File: config.mk
export PLATFORM = sky130hd
export DESIGN_NAME = fpCompareUnit
export DESIGN_NICKNAME = d
export VERILOG_FILES = /design/src/cmpOpPkg.sv /design/src/fpFormatPkg.sv /design/src/cmpResultPack.sv /design/src/fpClassify.sv /design/src/fpCompareUnit.sv /design/src/fpMagCompare.sv /design/src/markerSearch.sv /design/src/resultQueue.sv
export SDC_FILE = /design/constraint.sdc
export NUM_CORES = 1
export LEC_CHECK = 0
export BUFFER_PORTS_ARGS = -buffer_cell sky130_fd_sc_hd__buf_2
export CORE_MARGIN = 8
export CORE_UTILIZATION = 60
export CTS_CLUSTER_SIZE = 24
export DETAILED_ROUTE_END_ITERATION = 8
export PLACE_DENSITY_LB_ADDON = 0.2
export SYNTH_ARGS = -nofsm -noshare
export SYNTH_HDL_FRONTEND = slang
export SYNTH_HIERARCHICAL = 1
export SYNTH_SLANG_ARGS = --single-unit
File: constraint.sdc
create_clock -name clk -period 12.2 [get_ports clk]
set_clock_uncertainty 0.1 [all_clocks]
set_input_delay 2.44 -clock clk [delete_from_list [all_inputs] [get_ports clk]]
set_output_delay 2.44 -clock clk [all_outputs]
set_load 0.03 [all_outputs]
File: src/cmpOpPkg.sv
// compare opcodes, condition codes, flag layout and queue sizing for the compare unit
package cmpOpPkg;

  typedef enum logic [1:0] {
    opScalar = 2'd0,
    opVector = 2'd1,
    opPaired = 2'd2,
    opSearch = 2'd3
  } cmpOp;

  typedef enum logic [1:0] {
    condGe = 2'd0,
    condLt = 2'd1,
    condEq = 2'd2,
    condNe = 2'd3
  } cmpCond;

  typedef enum logic [1:0] {
    szByte  = 2'd0,
    szHalf  = 2'd1,
    szWord  = 2'd2,
    szDword = 2'd3
  } searchSize;

  localparam int flagWidth = 6;

  // compare flag positions, bit 3 stays zero
  localparam int flagUnord = 0;
  localparam int flagZero = 1;
  localparam int flagSign = 2;
  localparam int flagUnordHi = 4;
  localparam int flagNotCarry = 5;

  localparam int searchMarkWidth = 16;  // 8 markers per operand at most
  localparam int searchIndexWidth = 4;

  localparam int queueDepth = 4;
  localparam int queuePtrWidth = $clog2(queueDepth);
  localparam int queueCountWidth = $clog2(queueDepth + 1);
  localparam int creditInit = queueDepth;  // issuer starts with a full queue's worth

endpackage

File: src/fpFormatPkg.sv
// float formats, field widths and lane tags shared by the compare datapath and its testbench
package fpFormatPkg;

  typedef enum logic [1:0] {
    fmtSingle = 2'd0,
    fmtDouble = 2'd1,
    fmtExt    = 2'd2
  } fpFmt;

  // operand bus, extended layout is sign:exp[14:0]:mant[63:0]
  localparam int operandWidth = 80;
  localparam int mantWidth = 64;  // integer bit is explicit at the top
  localparam int extExpWidth = 15;
  localparam int extBias = 16383;

  localparam int sglExpWidth = 8;
  localparam int sglFracWidth = 23;
  localparam int sglBias = 127;
  localparam int sglWidth = 1 + sglExpWidth + sglFracWidth;

  localparam int dblExpWidth = 11;
  localparam int dblFracWidth = 52;
  localparam int dblBias = 1023;

  localparam int maskWidth = 64;

  // tag that says how the packed lane mask is split
  typedef enum logic [1:0] {
    ptypeSingle = 2'd0,  // two 32-bit lanes
    ptypeDouble = 2'd1   // one 64-bit lane
  } laneType;

endpackage

File: src/cmpResultPack.sv
// turns lane compare or search results into flags and a lane mask, registered for one cycle
`timescale 1ns/1ps
module cmpResultPack (
  input  logic clk,
  input  logic rst,
  input  logic inValid,
  input  cmpOpPkg::cmpOp op,
  input  cmpOpPkg::cmpCond cond,
  input  logic afm,
  input  logic lane0Unord,
  input  logic lane0Less,
  input  logic lane0Equal,
  input  logic lane1Unord,
  input  logic lane1Less,
  input  logic lane1Equal,
  input  logic found,
  input  logic [cmpOpPkg::searchIndexWidth-1:0] index,
  output logic outValid,
  output logic [cmpOpPkg::flagWidth-1:0] flags,
  output logic [fpFormatPkg::maskWidth-1:0] laneMask,
  output fpFormatPkg::laneType lanes
);
  import fpFormatPkg::*;
  import cmpOpPkg::*;

  logic [flagWidth-1:0] flags0;
  logic [flagWidth-1:0] flags1;
  logic [flagWidth-1:0] flagsNext;
  logic cond0;
  logic cond1;
  logic [maskWidth-1:0] maskNext;
  laneType lanesNext;

  function automatic logic [flagWidth-1:0] cmpFlags(input logic unord, input logic less,
                                                     input logic equal, input logic altMode);
    logic [flagWidth-1:0] f;
    f = '0;
    f[flagNotCarry] = !(less || unord);  // carry is less or unordered
    f[flagUnordHi] = unord;
    f[flagSign] = less && !altMode;
    f[flagZero] = equal && !altMode;
    f[flagUnord] = unord;
    return f;
  endfunction

  function automatic logic condHolds(input logic [flagWidth-1:0] f, input cmpCond c);
    logic hit;
    case (c)
      condGe: hit = f[flagNotCarry];
      condLt: hit = !f[flagNotCarry];
      condEq: hit = f[flagZero];
      default: hit = !f[flagZero];
    endcase
    return hit;
  endfunction

  assign flags0 = cmpFlags(lane0Unord, lane0Less, lane0Equal, afm);
  assign flags1 = cmpFlags(lane1Unord, lane1Less, lane1Equal, afm);
  assign cond0 = condHolds(flags0, cond);
  assign cond1 = condHolds(flags1, cond);

  always_comb begin
    flagsNext = flags0;
    maskNext = '0;
    lanesNext = ptypeSingle;
    case (op)
      opVector: begin
        maskNext = {maskWidth{cond0}};
        lanesNext = ptypeDouble;
      end
      opPaired: maskNext = {{(maskWidth/2){cond1}}, {(maskWidth/2){cond0}}};
      opSearch: flagsNext = {found, index, ^index[1:0]};
      default: ;  // scalar, flags only
    endcase
  end

  always_ff @(posedge clk) begin
    if (rst) begin
      outValid <= 1'b0;
    end else begin
      outValid <= inValid;
    end
    flags <= flagsNext;
    laneMask <= maskNext;
    lanes <= lanesNext;
  end

endmodule

File: src/fpClassify.sv
// splits one operand into sign, common exponent key, aligned mantissa and class for comparing
`timescale 1ns/1ps
module fpClassify (
  input  fpFormatPkg::fpFmt fmt,
  input  logic [fpFormatPkg::operandWidth-1:0] operand,
  output logic sign,
  output logic [fpFormatPkg::extExpWidth-1:0] expKey,
  output logic [fpFormatPkg::mantWidth-1:0] mant,
  output logic isZero,
  output logic isInf,
  output logic isNan
);
  import fpFormatPkg::*;

  logic [extExpWidth-1:0] rawExp;
  logic [extExpWidth-1:0] expOnes;  // all-ones exponent of this format
  logic [extExpWidth-1:0] rebias;
  logic [mantWidth-2:0] frac;       // fraction below the integer bit, left aligned
  logic intBit;
  logic expZero;
  logic expMax;

  always_comb begin
    case (fmt)
      fmtSingle: begin
        sign = operand[sglExpWidth+sglFracWidth];
        rawExp = extExpWidth'(operand[sglFracWidth +: sglExpWidth]);
        expOnes = extExpWidth'({sglExpWidth{1'b1}});
        rebias = extExpWidth'(extBias - sglBias);
        frac = {operand[sglFracWidth-1:0], {(mantWidth-1-sglFracWidth){1'b0}}};
      end
      fmtDouble: begin
        sign = operand[dblExpWidth+dblFracWidth];
        rawExp = extExpWidth'(operand[dblFracWidth +: dblExpWidth]);
        expOnes = extExpWidth'({dblExpWidth{1'b1}});
        rebias = extExpWidth'(extBias - dblBias);
        frac = {operand[dblFracWidth-1:0], {(mantWidth-1-dblFracWidth){1'b0}}};
      end
      default: begin  // extended
        sign = operand[mantWidth+extExpWidth];
        rawExp = operand[mantWidth +: extExpWidth];
        expOnes = '1;
        rebias = '0;
        frac = operand[mantWidth-2:0];
      end
    endcase
  end

  assign expZero = rawExp == '0;
  assign expMax = rawExp == expOnes;

  // hidden bit for the packed formats, stored bit for extended
  assign intBit = (fmt == fmtExt) ? operand[mantWidth-1] : ~expZero;
  assign mant = {intBit, frac};

  // specials map to the ends of the key range so keys stay comparable
  assign expKey = expZero ? '0 : (expMax ? '1 : rawExp + rebias);

  assign isZero = expZero && (mant == '0);
  assign isInf = expMax && (frac == '0);
  assign isNan = expMax && (frac != '0);

endmodule

File: src/fpCompareUnit.sv
// FP compare execution unit top, issue with credits in, flags and lane mask out through a queue
`timescale 1ns/1ps
module fpCompareUnit (
  input  logic clk,
  input  logic rst,
  input  logic issueValid,
  input  cmpOpPkg::cmpOp op,
  input  fpFormatPkg::fpFmt fmt,
  input  cmpOpPkg::cmpCond cond,
  input  logic afm,
  input  cmpOpPkg::searchSize srchSize,
  input  logic [fpFormatPkg::operandWidth-1:0] a,
  input  logic [fpFormatPkg::operandWidth-1:0] b,
  input  logic resultTake,
  output logic resultValid,
  output logic [cmpOpPkg::flagWidth-1:0] flags,
  output logic [fpFormatPkg::maskWidth-1:0] laneMask,
  output fpFormatPkg::laneType lanes,
  output logic creditReturn
);
  import fpFormatPkg::*;
  import cmpOpPkg::*;

  fpFmt lane0Fmt;
  logic [operandWidth-1:0] lane1A;
  logic [operandWidth-1:0] lane1B;
  logic lane0Unord, lane0Less, lane0Equal;
  logic lane1Unord, lane1Less, lane1Equal;
  logic found;
  logic [searchIndexWidth-1:0] index;
  logic packValid;
  logic [flagWidth-1:0] packFlags;
  logic [maskWidth-1:0] packMask;
  laneType packLanes;

  // paired ops treat both halves as singles
  always_comb begin
    if (op == opPaired) begin
      lane0Fmt = fmtSingle;
    end else begin
      lane0Fmt = fmt;
    end
  end

  assign lane1A = operandWidth'(a[2*sglWidth-1:sglWidth]);  // upper single
  assign lane1B = operandWidth'(b[2*sglWidth-1:sglWidth]);

  fpMagCompare lane0Cmp (
    .fmt(lane0Fmt),
    .a(a),
    .b(b),
    .unord(lane0Unord),
    .less(lane0Less),
    .equal(lane0Equal)
  );

  fpMagCompare lane1Cmp (
    .fmt(fmtSingle),
    .a(lane1A),
    .b(lane1B),
    .unord(lane1Unord),
    .less(lane1Less),
    .equal(lane1Equal)
  );

  markerSearch search (
    .size(srchSize),
    .a(a),
    .b(b),
    .found(found),
    .index(index)
  );

  cmpResultPack pack (
    .clk(clk),
    .rst(rst),
    .inValid(issueValid),
    .op(op),
    .cond(cond),
    .afm(afm),
    .lane0Unord(lane0Unord),
    .lane0Less(lane0Less),
    .lane0Equal(lane0Equal),
    .lane1Unord(lane1Unord),
    .lane1Less(lane1Less),
    .lane1Equal(lane1Equal),
    .found(found),
    .index(index),
    .outValid(packValid),
    .flags(packFlags),
    .laneMask(packMask),
    .lanes(packLanes)
  );

  // credits held by the issuer keep this from overflowing
  resultQueue queue (
    .clk(clk),
    .rst(rst),
    .push(packValid),
    .pushFlags(packFlags),
    .pushMask(packMask),
    .pushLanes(packLanes),
    .take(resultTake),
    .resultValid(resultValid),
    .flags(flags),
    .laneMask(laneMask),
    .lanes(lanes),
    .creditReturn(creditReturn)
  );

endmodule

File: src/fpMagCompare.sv
// IEEE ordered compare of two operands in one format, giving unordered, less-than and equal
`timescale 1ns/1ps
module fpMagCompare (
  input  fpFormatPkg::fpFmt fmt,
  input  logic [fpFormatPkg::operandWidth-1:0] a,
  input  logic [fpFormatPkg::operandWidth-1:0] b,
  output logic unord,
  output logic less,
  output logic equal
);
  import fpFormatPkg::*;

  logic aSign;
  logic bSign;
  logic [extExpWidth-1:0] aKey;
  logic [extExpWidth-1:0] bKey;
  logic [mantWidth-1:0] aMant;
  logic [mantWidth-1:0] bMant;
  logic aZero, aInf, aNan;
  logic bZero, bInf, bNan;
  logic magLess;
  logic magEq;
  logic bothZero;
  logic signedLess;

  fpClassify classA (
    .fmt(fmt),
    .operand(a),
    .sign(aSign),
    .expKey(aKey),
    .mant(aMant),
    .isZero(aZero),
    .isInf(aInf),
    .isNan(aNan)
  );

  fpClassify classB (
    .fmt(fmt),
    .operand(b),
    .sign(bSign),
    .expKey(bKey),
    .mant(bMant),
    .isZero(bZero),
    .isInf(bInf),
    .isNan(bNan)
  );

  assign magEq = (aKey == bKey) && (aMant == bMant);
  assign magLess = (aKey < bKey) || ((aKey == bKey) && (aMant < bMant));

  always_comb begin
    if (aSign != bSign) begin
      signedLess = aSign;  // negative below positive
    end else if (aSign) begin
      signedLess = !magLess && !magEq;  // both negative, larger magnitude is lower
    end else begin
      signedLess = magLess;
    end
  end

  assign bothZero = aZero && bZero;
  assign unord = aNan || bNan;
  assign less = !unord && !bothZero && signedLess;
  assign equal = !unord && (bothZero || ((aSign == bSign) && (magEq || (aInf && bInf))));

endmodule

File: src/markerSearch.sv
// finds the lowest lane whose top bit is set across both operands, for the bit search opcode
`timescale 1ns/1ps
module markerSearch (
  input  cmpOpPkg::searchSize size,
  input  logic [fpFormatPkg::operandWidth-1:0] a,
  input  logic [fpFormatPkg::operandWidth-1:0] b,
  output logic found,
  output logic [cmpOpPkg::searchIndexWidth-1:0] index
);
  import cmpOpPkg::*;

  logic [searchMarkWidth/2-1:0] aMarks;
  logic [searchMarkWidth/2-1:0] bMarks;
  logic [searchMarkWidth-1:0] marks;

  // top bit of every lane in the low 64 bits, unused slots stay zero
  always_comb begin
    aMarks = '0;
    bMarks = '0;
    case (size)
      szByte: for (int i = 0; i < 8; i++) begin
        aMarks[i] = a[8*i+7];
        bMarks[i] = b[8*i+7];
      end
      szHalf: for (int i = 0; i < 4; i++) begin
        aMarks[i] = a[16*i+15];
        bMarks[i] = b[16*i+15];
      end
      szWord: for (int i = 0; i < 2; i++) begin
        aMarks[i] = a[32*i+31];
        bMarks[i] = b[32*i+31];
      end
      default: begin
        aMarks[0] = a[63];
        bMarks[0] = b[63];
      end
    endcase
  end

  assign marks = {bMarks, aMarks};  // A searched first
  assign found = |marks;

  // lowest set bit wins
  always_comb begin
    index = '0;
    for (int i = searchMarkWidth - 1; i >= 0; i--) begin
      if (marks[i]) index = searchIndexWidth'(i);
    end
  end

endmodule

File: src/resultQueue.sv
// small result FIFO in front of the consumer, returns one issue credit per taken entry
`timescale 1ns/1ps
module resultQueue (
  input  logic clk,
  input  logic rst,
  input  logic push,
  input  logic [cmpOpPkg::flagWidth-1:0] pushFlags,
  input  logic [fpFormatPkg::maskWidth-1:0] pushMask,
  input  fpFormatPkg::laneType pushLanes,
  input  logic take,
  output logic resultValid,
  output logic [cmpOpPkg::flagWidth-1:0] flags,
  output logic [fpFormatPkg::maskWidth-1:0] laneMask,
  output fpFormatPkg::laneType lanes,
  output logic creditReturn
);
  import fpFormatPkg::*;
  import cmpOpPkg::*;

  logic [flagWidth-1:0] flagsMem [queueDepth];
  logic [maskWidth-1:0] maskMem [queueDepth];
  laneType lanesMem [queueDepth];
  logic [queuePtrWidth-1:0] head;
  logic [queuePtrWidth-1:0] tail;
  logic [queueCountWidth-1:0] count;
  logic popNow;

  function automatic logic [queuePtrWidth-1:0] nextPtr(input logic [queuePtrWidth-1:0] ptr);
    return (ptr == queuePtrWidth'(queueDepth - 1)) ? '0 : ptr + 1'b1;
  endfunction

  assign resultValid = count != '0;
  assign popNow = take && resultValid;  // take on an empty queue is dropped

  // head entry is always on the outputs
  assign flags = flagsMem[head];
  assign laneMask = maskMem[head];
  assign lanes = lanesMem[head];

  always_ff @(posedge clk) begin
    if (push) begin
      flagsMem[tail] <= pushFlags;
      maskMem[tail] <= pushMask;
      lanesMem[tail] <= pushLanes;
    end
  end

  always_ff @(posedge clk) begin
    if (rst) begin
      head <= '0;
      tail <= '0;
      count <= '0;
      creditReturn <= 1'b0;
    end else begin
      if (push) tail <= nextPtr(tail);
      if (popNow) head <= nextPtr(head);
      case ({push, popNow})
        2'b10: count <= count + 1'b1;
        2'b01: count <= count - 1'b1;
        default: ;  // none or both, level unchanged
      endcase
      creditReturn <= popNow;
    end
  end

endmodule

-- Yosys cells after proc, flatten, opt, wreduce, memory -nomap -nowiden
Memories as Yosys holds them, arrays and structs flattened. A register that Yosys moved wholly into a read port is not among the register bits.
Index checks and enable logic that the tools add are counted.
- add/sub/neg operators: 8
- $mul: 0
- divide/modulo/power cells: 0
- magnitude comparators: 4
- equal/unequal tests: 25
- shift operators: 0
- multiplexer cells: 63
- bitwise operators: 5
- reduce and logical (&&, ||, !) cells: 81
- operators with widths (kind ; count):
    logical NOT 64 bit ; 4
    logical NOT 63 bit ; 4
    one-hot mux 63 bit (2 select lines) ; 2
    nonzero test 63 bit ; 4
    less-than comparator 64 bit ; 2
    one-hot mux 64 bit (2 select lines) ; 1
    2-to-1 mux 15 bit ; 8
    one-hot mux 15 bit (2 select lines) ; 3
    2-to-1 mux 4 bit ; 18
    == test 64 bit ; 1
    == test 15 bit ; 4
    logical NOT 15 bit ; 4
    logical AND 1 bit ; 34
    adder 15 bit ; 2
    adder 8 x 14 -> 15 bit (second input constant) ; 2
    less-than comparator 15 bit ; 2
    one-hot mux 14 bit (2 select lines) ; 1
    == test 24 bit ; 1
    2-to-1 mux 2 bit ; 9
    one-hot mux 1 bit (3 select lines) ; 6
    == test 2 bit (second input constant) ; 8
    == test 8 bit (second input constant) ; 2
    OR reduction 16 bit ; 1
    logical NOT 1 bit ; 13
    18 further kinds ; 50
- register bits: 80
- latch bits: 0
- bits in writable memories: 284
- memory bits (read-only): 0
- bits of input ports: 173
- output and inout bits: 74
- logic and storage cells: 198
- memories kept: 3
- memory list (name ; words ; bits a word ; read ports ; clocked after memory_dff ; wr ports ; RTL line ; source):
    queue.maskMem ; 4 ; 64 ; 1 ; 1 ; 1 ; resultQueue.sv:21 ; logic [maskWidth-1:0] maskMem [queueDepth];
    queue.flagsMem ; 4 ; 6 ; 1 ; 1 ; 1 ; resultQueue.sv:20 ; logic [flagWidth-1:0] flagsMem [queueDepth];
    queue.lanesMem ; 4 ; 1 ; 1 ; 1 ; 1 ; resultQueue.sv:22 ; laneType lanesMem [queueDepth];

-- Longest topological paths before layout
Gate-level depths: netlist (run 1).
- depth after elaboration: 20
- depth in mapped cells: 27

-- Hierarchy
Netlist (run 1), hierarchy kept.
- by module, submodules not included (module ; instances ; cells an instance ; area an instance (um^2) ; seq. area each (um^2)):
    resultQueue ; 1 ; 427 ; 10958.0 ; 8848.5
    fpClassify ; 4 ; 324 ; 1849.3 ; 0.0
    fpMagCompare ; 2 ; 294 ; 2094.5 ; 0.0
    cmpResultPack ; 1 ; 108 ; 894.6 ; 200.2
    markerSearch ; 1 ; 71 ; 441.7 ; 0.0
    fpCompareUnit ; 1 ; 4 ; 22.5 ; 0.0

-- Worst setup path after synthesis (run 1)
Ideal clock, no wire load.
- path type: input -> register
- start point: input op[0]
- end point: register pack/laneMask[31] in the netlist's numbering
- library setup time: 117 ps
- arrival time: 7061 ps
- data required time: 11983 ps
- path slack: 4922 ps
- stages: 27
- buffers on the path: 3
- cells stage by stage: nand2b_1 > and2_1 > clkbuf_2 > buf_6 > buf_2 > nand2_1 > o21ai_0 > ha_1 > a21o_1 > a21oi_1 > o21ai_0 > nand2b_1 > xnor2_1 > a21oi_1 > inv_1 > ha_1 > nand4_1 > or3_4 > nor4_2 > o2111ai_1 > a21oi_2 > a211oi_1 > a2111oi_2 > nor3_2 > a31oi_1 > xor2_1 > nor3_1
- word-level cells in the longest chain between the ends: 19
- elaborated cells on any way between the ends: 71
- ends and longest elaborated chain (item ; RTL line ; source):
    start: declaration ; fpCompareUnit.sv:7 ; input cmpOpPkg::cmpOp op,
    == test 2 bit * ; fpCompareUnit.sv:38 ; if (op == opPaired) begin
    2-to-1 mux 2 bit * ; fpCompareUnit.sv:38 ;
    via lane0Fmt[0] ; fpCompareUnit.sv:24 ; fpFmt lane0Fmt;
    == test 2 x 1 -> 1 bit or logical NOT 2 bit (tied branches) ; fpClassify.sv:24 ; case (fmt)
    one-hot mux 15 bit (2 select lines) or one-hot mux 14 bit (2 select lines) (tied branches) ; fpClassify.sv:24 ;
    adder 15 bit or == test 15 bit (tied branches) ; fpClassify.sv:57, fpClassify.sv:50 ;
    2-to-1 mux 15 bit ; fpClassify.sv:57 ; assign expKey = expZero ? '0 : (expMax ? '1 : rawExp + rebias);
    2-to-1 mux 15 bit * ; fpClassify.sv:57 ;
    via lane0Cmp.bKey[14] ; fpMagCompare.sv:16 ; logic [extExpWidth-1:0] bKey;
    (+5 left out) ; n/a ;
    2-to-1 mux 1 bit * ; fpMagCompare.sv:54 ; end else if (aSign) begin
    2-to-1 mux 1 bit * ; fpMagCompare.sv:52 ; if (aSign != bSign) begin
    logical AND 1 bit * ; fpMagCompare.sv:63 ; assign less = !unord && !bothZero && signedLess;
    via lane0Less ; fpCompareUnit.sv:27 ; logic lane0Unord, lane0Less, lane0Equal;
    logical OR 1 bit * ; cmpResultPack.sv:38 ; f[flagNotCarry] = !(less || unord);
    logical NOT 1 bit ; cmpResultPack.sv:38 ;
    one-hot mux 1 bit (3 select lines) * ; cmpResultPack.sv:48 ; case (c)
    one-hot mux 64 bit (2 select lines) * ; cmpResultPack.sv:66 ; case (op)
    end signal: assignment ; cmpResultPack.sv:84 ; laneMask <= maskNext;
    end: declaration ; cmpResultPack.sv:20 ; output logic [fpFormatPkg::maskWidth-1:0] laneMask,
Mark *: on every way through the listed nets, which the timed path passes.
A chain may end at the register's enable or synchronous reset.

-- Worst setup path in the final report (run 1)
- start point: input op[0]
- end point: register pack/laneMask[31] in the netlist's numbering
- word-level cells in the longest chain between the ends: 19
- elaborated cells on any way between the ends: 71
- ends and longest elaborated chain (item ; RTL line ; source):
    == test 2 bit * ; fpCompareUnit.sv:38 ;
    2-to-1 mux 2 bit * ; fpCompareUnit.sv:38 ;
    via lane0Fmt[0] ; fpCompareUnit.sv:24 ;
    == test 2 x 1 -> 1 bit or logical NOT 2 bit (tied branches) ; fpClassify.sv:24 ;
    one-hot mux 15 bit (2 select lines) or one-hot mux 14 bit (2 select lines) (tied branches) ; fpClassify.sv:24 ;
    adder 15 bit or == test 15 bit (tied branches) ; fpClassify.sv:57, fpClassify.sv:50 ;
    2-to-1 mux 15 bit ; fpClassify.sv:57 ;
    2-to-1 mux 15 bit * ; fpClassify.sv:57 ;
    via lane0Cmp.aKey[14] ; fpMagCompare.sv:15 ; logic [extExpWidth-1:0] aKey;
    (+5 left out) ; n/a ;
    2-to-1 mux 1 bit * ; fpMagCompare.sv:54 ;
    2-to-1 mux 1 bit * ; fpMagCompare.sv:52 ;
    logical AND 1 bit * ; fpMagCompare.sv:63 ;
    via lane0Less ; fpCompareUnit.sv:27 ;
    logical OR 1 bit * ; cmpResultPack.sv:38 ;
    logical NOT 1 bit ; cmpResultPack.sv:38 ;
    one-hot mux 1 bit (3 select lines) * ; cmpResultPack.sv:48 ;
    one-hot mux 64 bit (2 select lines) * ; cmpResultPack.sv:66 ;
Marked as above.

==> impl_metrics.toml, run 1 <==
[critical_path]
path_buf_inv = 3
path_cells = "buf_2 > nand2b_1 > and2_4 > buf_4 > buf_4 > nor2b_4 > nand2_1 > a21oi_1 > nand4bb_1 > a21oi_1 > ha_1 > nand4_1 > or3_4 > nor4_2 > o2111ai_1 > a21oi_2 > a211oi_1 > a2111oi_2 > nor3_2 > a31oi_1 > xor2_1 > nor3_1"
end_kind = "flop"
crit_family = "simple AND/OR/NAND/NOR gates"
path_class = "in2reg"
cp.required_ns = 12.53
critPathArrivalTime_ns = 8.93
crit_fanout = 50
critPathLaunchType = "input port"
slowest_stage = "buf_4"
slowest_delay_ns = 0.64

[detailed_routing]
vias = 20081
drtIter0Drc = 2430
first_pass_iters = 6
vias_per_cell = 6.02
drc = 0
totalWireLength_mm = 78.0
postRouteAntennaNets = 0
wl_per_cell_um = 23.4

[power_and_ir_drop]
power.density_nw_per_um2 = 120
vdd_drop_max_mv = 0.108
p_leak_nw = 10.7

[timing]
rsz0062_at_grt = "no"
fmax_mhz = 116
finalSetupTns_ns = 0
maxSlewHeadroom = 0.282
finalMaxSlewViolations = 0
timing.hold.ws_ns = 0.411
fin_crit_sh = 0.705
fin_ws_ns = 3.60
finalHoldViolCount = 0
tightest_slew_ns = 1.08
setup_violations = 0
min_period_ns = 8.60

[synthesis]
synth_top_area_share = 0.362
netlist_instances = 2494
synth_cell_types = 81
yosysTopAreaCell = "edfxtp_1"
synth-seq-cells = 308
synth_area_leaders = "edfxtp_1 36%, ha_1 9.4%, nand2_1 6.8%"
ys.flop_type = "edfxtp_1"
ys_seq_area_frac = 0.379
synth-edff-count = 288
avgSynthCellArea_um2 = 9.58
syn_area_um2 = 23900
yosysWarnings = 6
async_reset_ff_frac = 0

[clock_network]
root_buffer = "clkbuf_16"
cts_tree = "built"
clk_pin_slew_ns = 0.07
cts-hold-fix-buffers = 0
insertion_delay_ns = 0.51
cts_setup_buffers = 0
cts-resized-gates = 0
htree_levels = 1
cts_buffer_depth = 3
numCtsBuffers = 23
clkSinkCount = 308

[finish]
nets = 3149
seq_area_um2 = 9060
fill_cells = 3158
multi_input_area_um2 = 13700
final_cell_mix = "433 x nand2_1, 288 x edfxtp_1, 271 x o21ai_0"
area_growth_pct = 9.74
final_area_um2 = 26200
layout_commonest_cell = "nand2_1"
drive_above_1_share = 0.151

[global_route]
grt_pass1_wl_mm = 116
grt.total_usage = 0.321
first_global_vias = 19276
antenna_found_initial = 3
grt_max_degree = 237
grt_overflow = 0

[place]
place_congestion = 0.977
placed_area_um2 = 25500
port_buffers = 246
dp_slack_ns = 3.20
place_hpwl_mm = 56.6

[floorplan]
fp.coreArea_um2 = 39500
pin_count = 247
start_util = 0.604
dieArea_um2 = 46500
fp.dieH_um = 216
rows = 73
chipWidth_um = 216

[status]
status = "finished, final reports clean"

[flow_run]
cap_violations = 0

[worst_hold_path]
hold_class = "reg2reg"
sequential cells by signal, indices dropped and copies added (netlist names), named ones only:
register / cells
queue/lanesMem: 8
queue/count: 3
pack/lanes: 1
queue/flagsMem: 24
queue/tail: 2
queue/head: 2
pack/flags: 6
pack/outValid: 1
queue/creditReturn: 1
pack/laneMask: 2
queue/maskMem: 256
cells by family after synthesis:
group / after synthesis / share of synthesized area
other: 2 / 0.000314
and+or+nand+nor: 826 / 0.172
muxes: 212 / 0.127
adders and majority gates: 184 / 0.0979
AOI/OAI and AO/OA: 546 / 0.132
DFF: 308 / 0.379
buffers and inverters: 390 / 0.0823
xor gates and xnor gates: 26 / 0.00953
final timing paths:
path | startpoint | slack [ns] | cells past startpoint | end
setup / recovery | op[0] | 3.60 | 22 | pack/laneMask[31]$_DFF_P_
hold / removal | pack/flags[1]$_DFF_P_ | 0.41 | 0 | queue/flagsMem[3][1]$_DFFE_PP_
setup reg to reg | queue/tail[0]$_SDFFE_PP0P_ | 9.79 | 4 | queue/maskMem[2][19]$_DFFE_PP_
hold reg to reg | pack/flags[1]$_DFF_P_ | 0.41 | 0 | queue/flagsMem[3][1]$_DFFE_PP_
routing by layer:
layer	part of all wire	up-vias	global-route usage	wire length [um]
li1	-	9410	-	-
met1	0.42	9356	0.437	32400
met2	0.45	1103	0.508	35200
met3	0.087	212	0.0460	6810
met4	0.046	0	0.140	3580
met5	0	-	0	0
layout make-up:
cell class                      instances  share of cell area
Antenna cell                            3            0.000286
Clock buffer                           26              0.0224
Clock inverter                         14             0.00673
Inverter                              197              0.0282
Multi-Input combinational cell       2005               0.522
Sequential cell                       308               0.345
Tap cell                              525              0.0250
Timing Repair Buffer                  257              0.0506
synth_stat cells, drive strengths merged (40+ instances only):
| cell type | count |
|---|---|
| nor4 | 55 |
| nand2 | 435 |
| ha | 179 |
| mux2i | 136 |
| mux4 | 72 |
| nand4 | 40 |
| nor3 | 43 |
| clkbuf | 52 |
| nor2 | 74 |
| buf | 141 |
| edfxtp | 288 |
| o21ai | 289 |
| a21oi | 141 |
| and2 | 59 |
| inv | 197 |
metrics by stage:
| stage | utilization | total power [mW] | instances |
|---|---|---|---|
| floorplan | - | 2.12 | 2703 |
| global placement | 0.644 | 2.34 | 3292 |
| detailed placement | 0.644 | 2.36 | 3292 |
| CTS | 0.663 | 3.13 | 3332 |
| global route | 0.663 | 3.29 | 3334 |
| finish | 0.663 | 3.16 | 3335 |
power by group:
group	total [mW]	switching [mW]	internal (mW)
sequential	1.25	0.0400	1.21
combinational	1.14	0.722	0.413
clock	0.776	0.343	0.433
No activity file was read; power rests on OpenSTA's default activity.
==> inputs of run 2 (changes only) <==
Clock period 12.2 ns to 8.8 ns, I/O delays scaled along.
==> impl_metrics.toml, run 2 (same netlist as run 1, synthesis figures left out) <==
[status]
status = "finished, final reports clean"

[power_and_ir_drop]
vdd_drop_max_mv = 0.156
p_leak_nw = 10.7
power.density_nw_per_um2 = 166

[finish]
top_register = "queue/maskMem"
layout_commonest_cell = "nand2_1"
fill_cells = 3099
final_area_um2 = 26200
final_cell_mix = "433 x nand2_1, 288 x edfxtp_1, 271 x o21ai_0"
top_regs = "queue/maskMem (256), queue/flagsMem (24), queue/lanesMem (8)"
largest_register_ffs = 256
fin_util = 0.663
nets = 3149
drive_above_1_share = 0.152
area_growth_pct = 9.77

[timing]
setup_violations = 0
finalMaxSlewViolations = 0
tightest_slew_ns = 1.06
rsz0062_at_grt = "no"
finalHoldViolCount = 0
fmax_mhz = 135
maxSlewHeadroom = 0.290
finalSetupTns_ns = 0
fin_ws_ns = 1.38
min_period_ns = 7.42
fin_crit_sh = 0.844

[detailed_routing]
totalWireLength_mm = 76.9
postRouteAntennaNets = 0
vias_per_cell = 6.02
vias = 20073
drc = 0
first_pass_iters = 6
drtIter0Drc = 2410
wl_per_cell_um = 23.1

[global_route]
grt_overflow = 0
grt_use_met3 = 0.0365
top_usage_layer = "met2"
grt_pass1_wl_mm = 115
grt_use_met1 = 0.430
met2_usage = 0.516
first_global_vias = 19212
grt.total_usage = 0.317
antenna_found_initial = 1
grt_max_degree = 180

[critical_path]
path_buf_inv = 1
slowest_stage = "and2_4"
slowest_delay_ns = 0.76
path_cells = "buf_2 > nand2b_1 > and2_4 > mux2i_1 > o21ai_0 > ha_1 > fa_1 > a21oi_1 > a2bb2oi_1 > a311oi_1 > a21o_1 > a21oi_1 > ha_1 > nand4_1 > or3_4 > nor4_2 > o2111ai_1 > a21oi_2 > a211oi_1 > a2111oi_2 > nor3_2 > a31oi_1 > xor2_1 > nor3_1"
critPathLaunchType = "input port"
cp.required_ns = 9.13
critPathArrivalTime_ns = 7.75
crit_family = "simple AND/OR/NAND/NOR gates"
end_kind = "flop"
crit_fanout = 48
path_class = "in2reg"

[floorplan]
pin_count = 247
rows = 73
start_util = 0.604
fp.dieH_um = 216
dieArea_um2 = 46500
fp.coreArea_um2 = 39500
chipWidth_um = 216

[place]
placed_area_um2 = 25500
dp_slack_ns = 0.948
place_congestion = 1.00
port_buffers = 246
place_hpwl_mm = 55.4

[clock_network]
clkSinkCount = 308
clk_pin_slew_ns = 0.08
cts_buffer_depth = 3
cts_setup_buffers = 0
htree_levels = 1
insertion_delay_ns = 0.53
cts-resized-gates = 0
numCtsBuffers = 23
cts-hold-fix-buffers = 0
root_buffer = "clkbuf_16"
cts_tree = "built"

[flow_run]
cap_violations = 0

[worst_hold_path]
hold_class = "reg2reg"
run 2: cell count changes in the layout (fill, tap and decap cells not counted):
cell / delta
inv_4: +2
diode_2: -2
bufinv_16: -2
buf_12: +1
clkinv_1: -1
inv_6: +1
buf_4: -1
clkbuf_16: +1
clkinvlp_4: +1
clkbuf_8: +1
clkbuf_1: -1
run 2: worst paths after layout:
kind	start	end	slack (ns)	cells after the start
setup / recovery	op[0]	pack/laneMask[31]$_DFF_P_	1.38	24
hold / removal	pack/flags[1]$_DFF_P_	queue/flagsMem[1][1]$_DFFE_PP_	0.37	0
setup reg to reg	queue/tail[0]$_SDFFE_PP0P_	queue/maskMem[2][17]$_DFFE_PP_	6.59	4
hold reg to reg	pack/flags[1]$_DFF_P_	queue/flagsMem[1][1]$_DFFE_PP_	0.37	0
run 2: layer usage:
metal	vias to the layer above	wire length, um
li1	9391	-
met1	9376	31600
met2	1109	35300
met3	197	6430
met4	0	3520
met5	-	0
run 2: worst reg2reg max path, stage by stage, from the launching register on:
cell	delay (ns)
dfxtp_1	0.36
inv_1	0.09
ha_1	0.13
and2_2	0.38
buf_4	0.73
run 2: where the power goes:
group	internal, mW	total [mW]	switching [mW]
Clock	0.572	1.07	0.499
Combinational	0.575	1.55	0.977
Sequential	1.67	1.74	0.0727
Total	2.82	4.37	1.55
run 2: per-stage QoR:
| step | instances | hold slack, ns | total power, mW |
|---|---|---|---|
| floorplan | 2703 | 0.338 | 2.93 |
| global placement | 3292 | 0.349 | 3.24 |
| detailed placement | 3292 | 0.362 | 3.27 |
| CTS | 3334 | 0.377 | 4.34 |
| global route | 3335 | 0.379 | 4.56 |
| finish | 3335 | 0.373 | 4.37 |
run 2: final cells by class:
type	instances	area, um^2	area share
clock buffers	27	622	0.0237
flip-flops and latches	308	9060	0.345
well taps	525	657	0.0250
inverters	197	739	0.0282
diodes	1	2.50	0.0000954
multi-input cells	2005	13700	0.521
repair buffers	257	1340	0.0510
clock inverters	15	141	0.00539
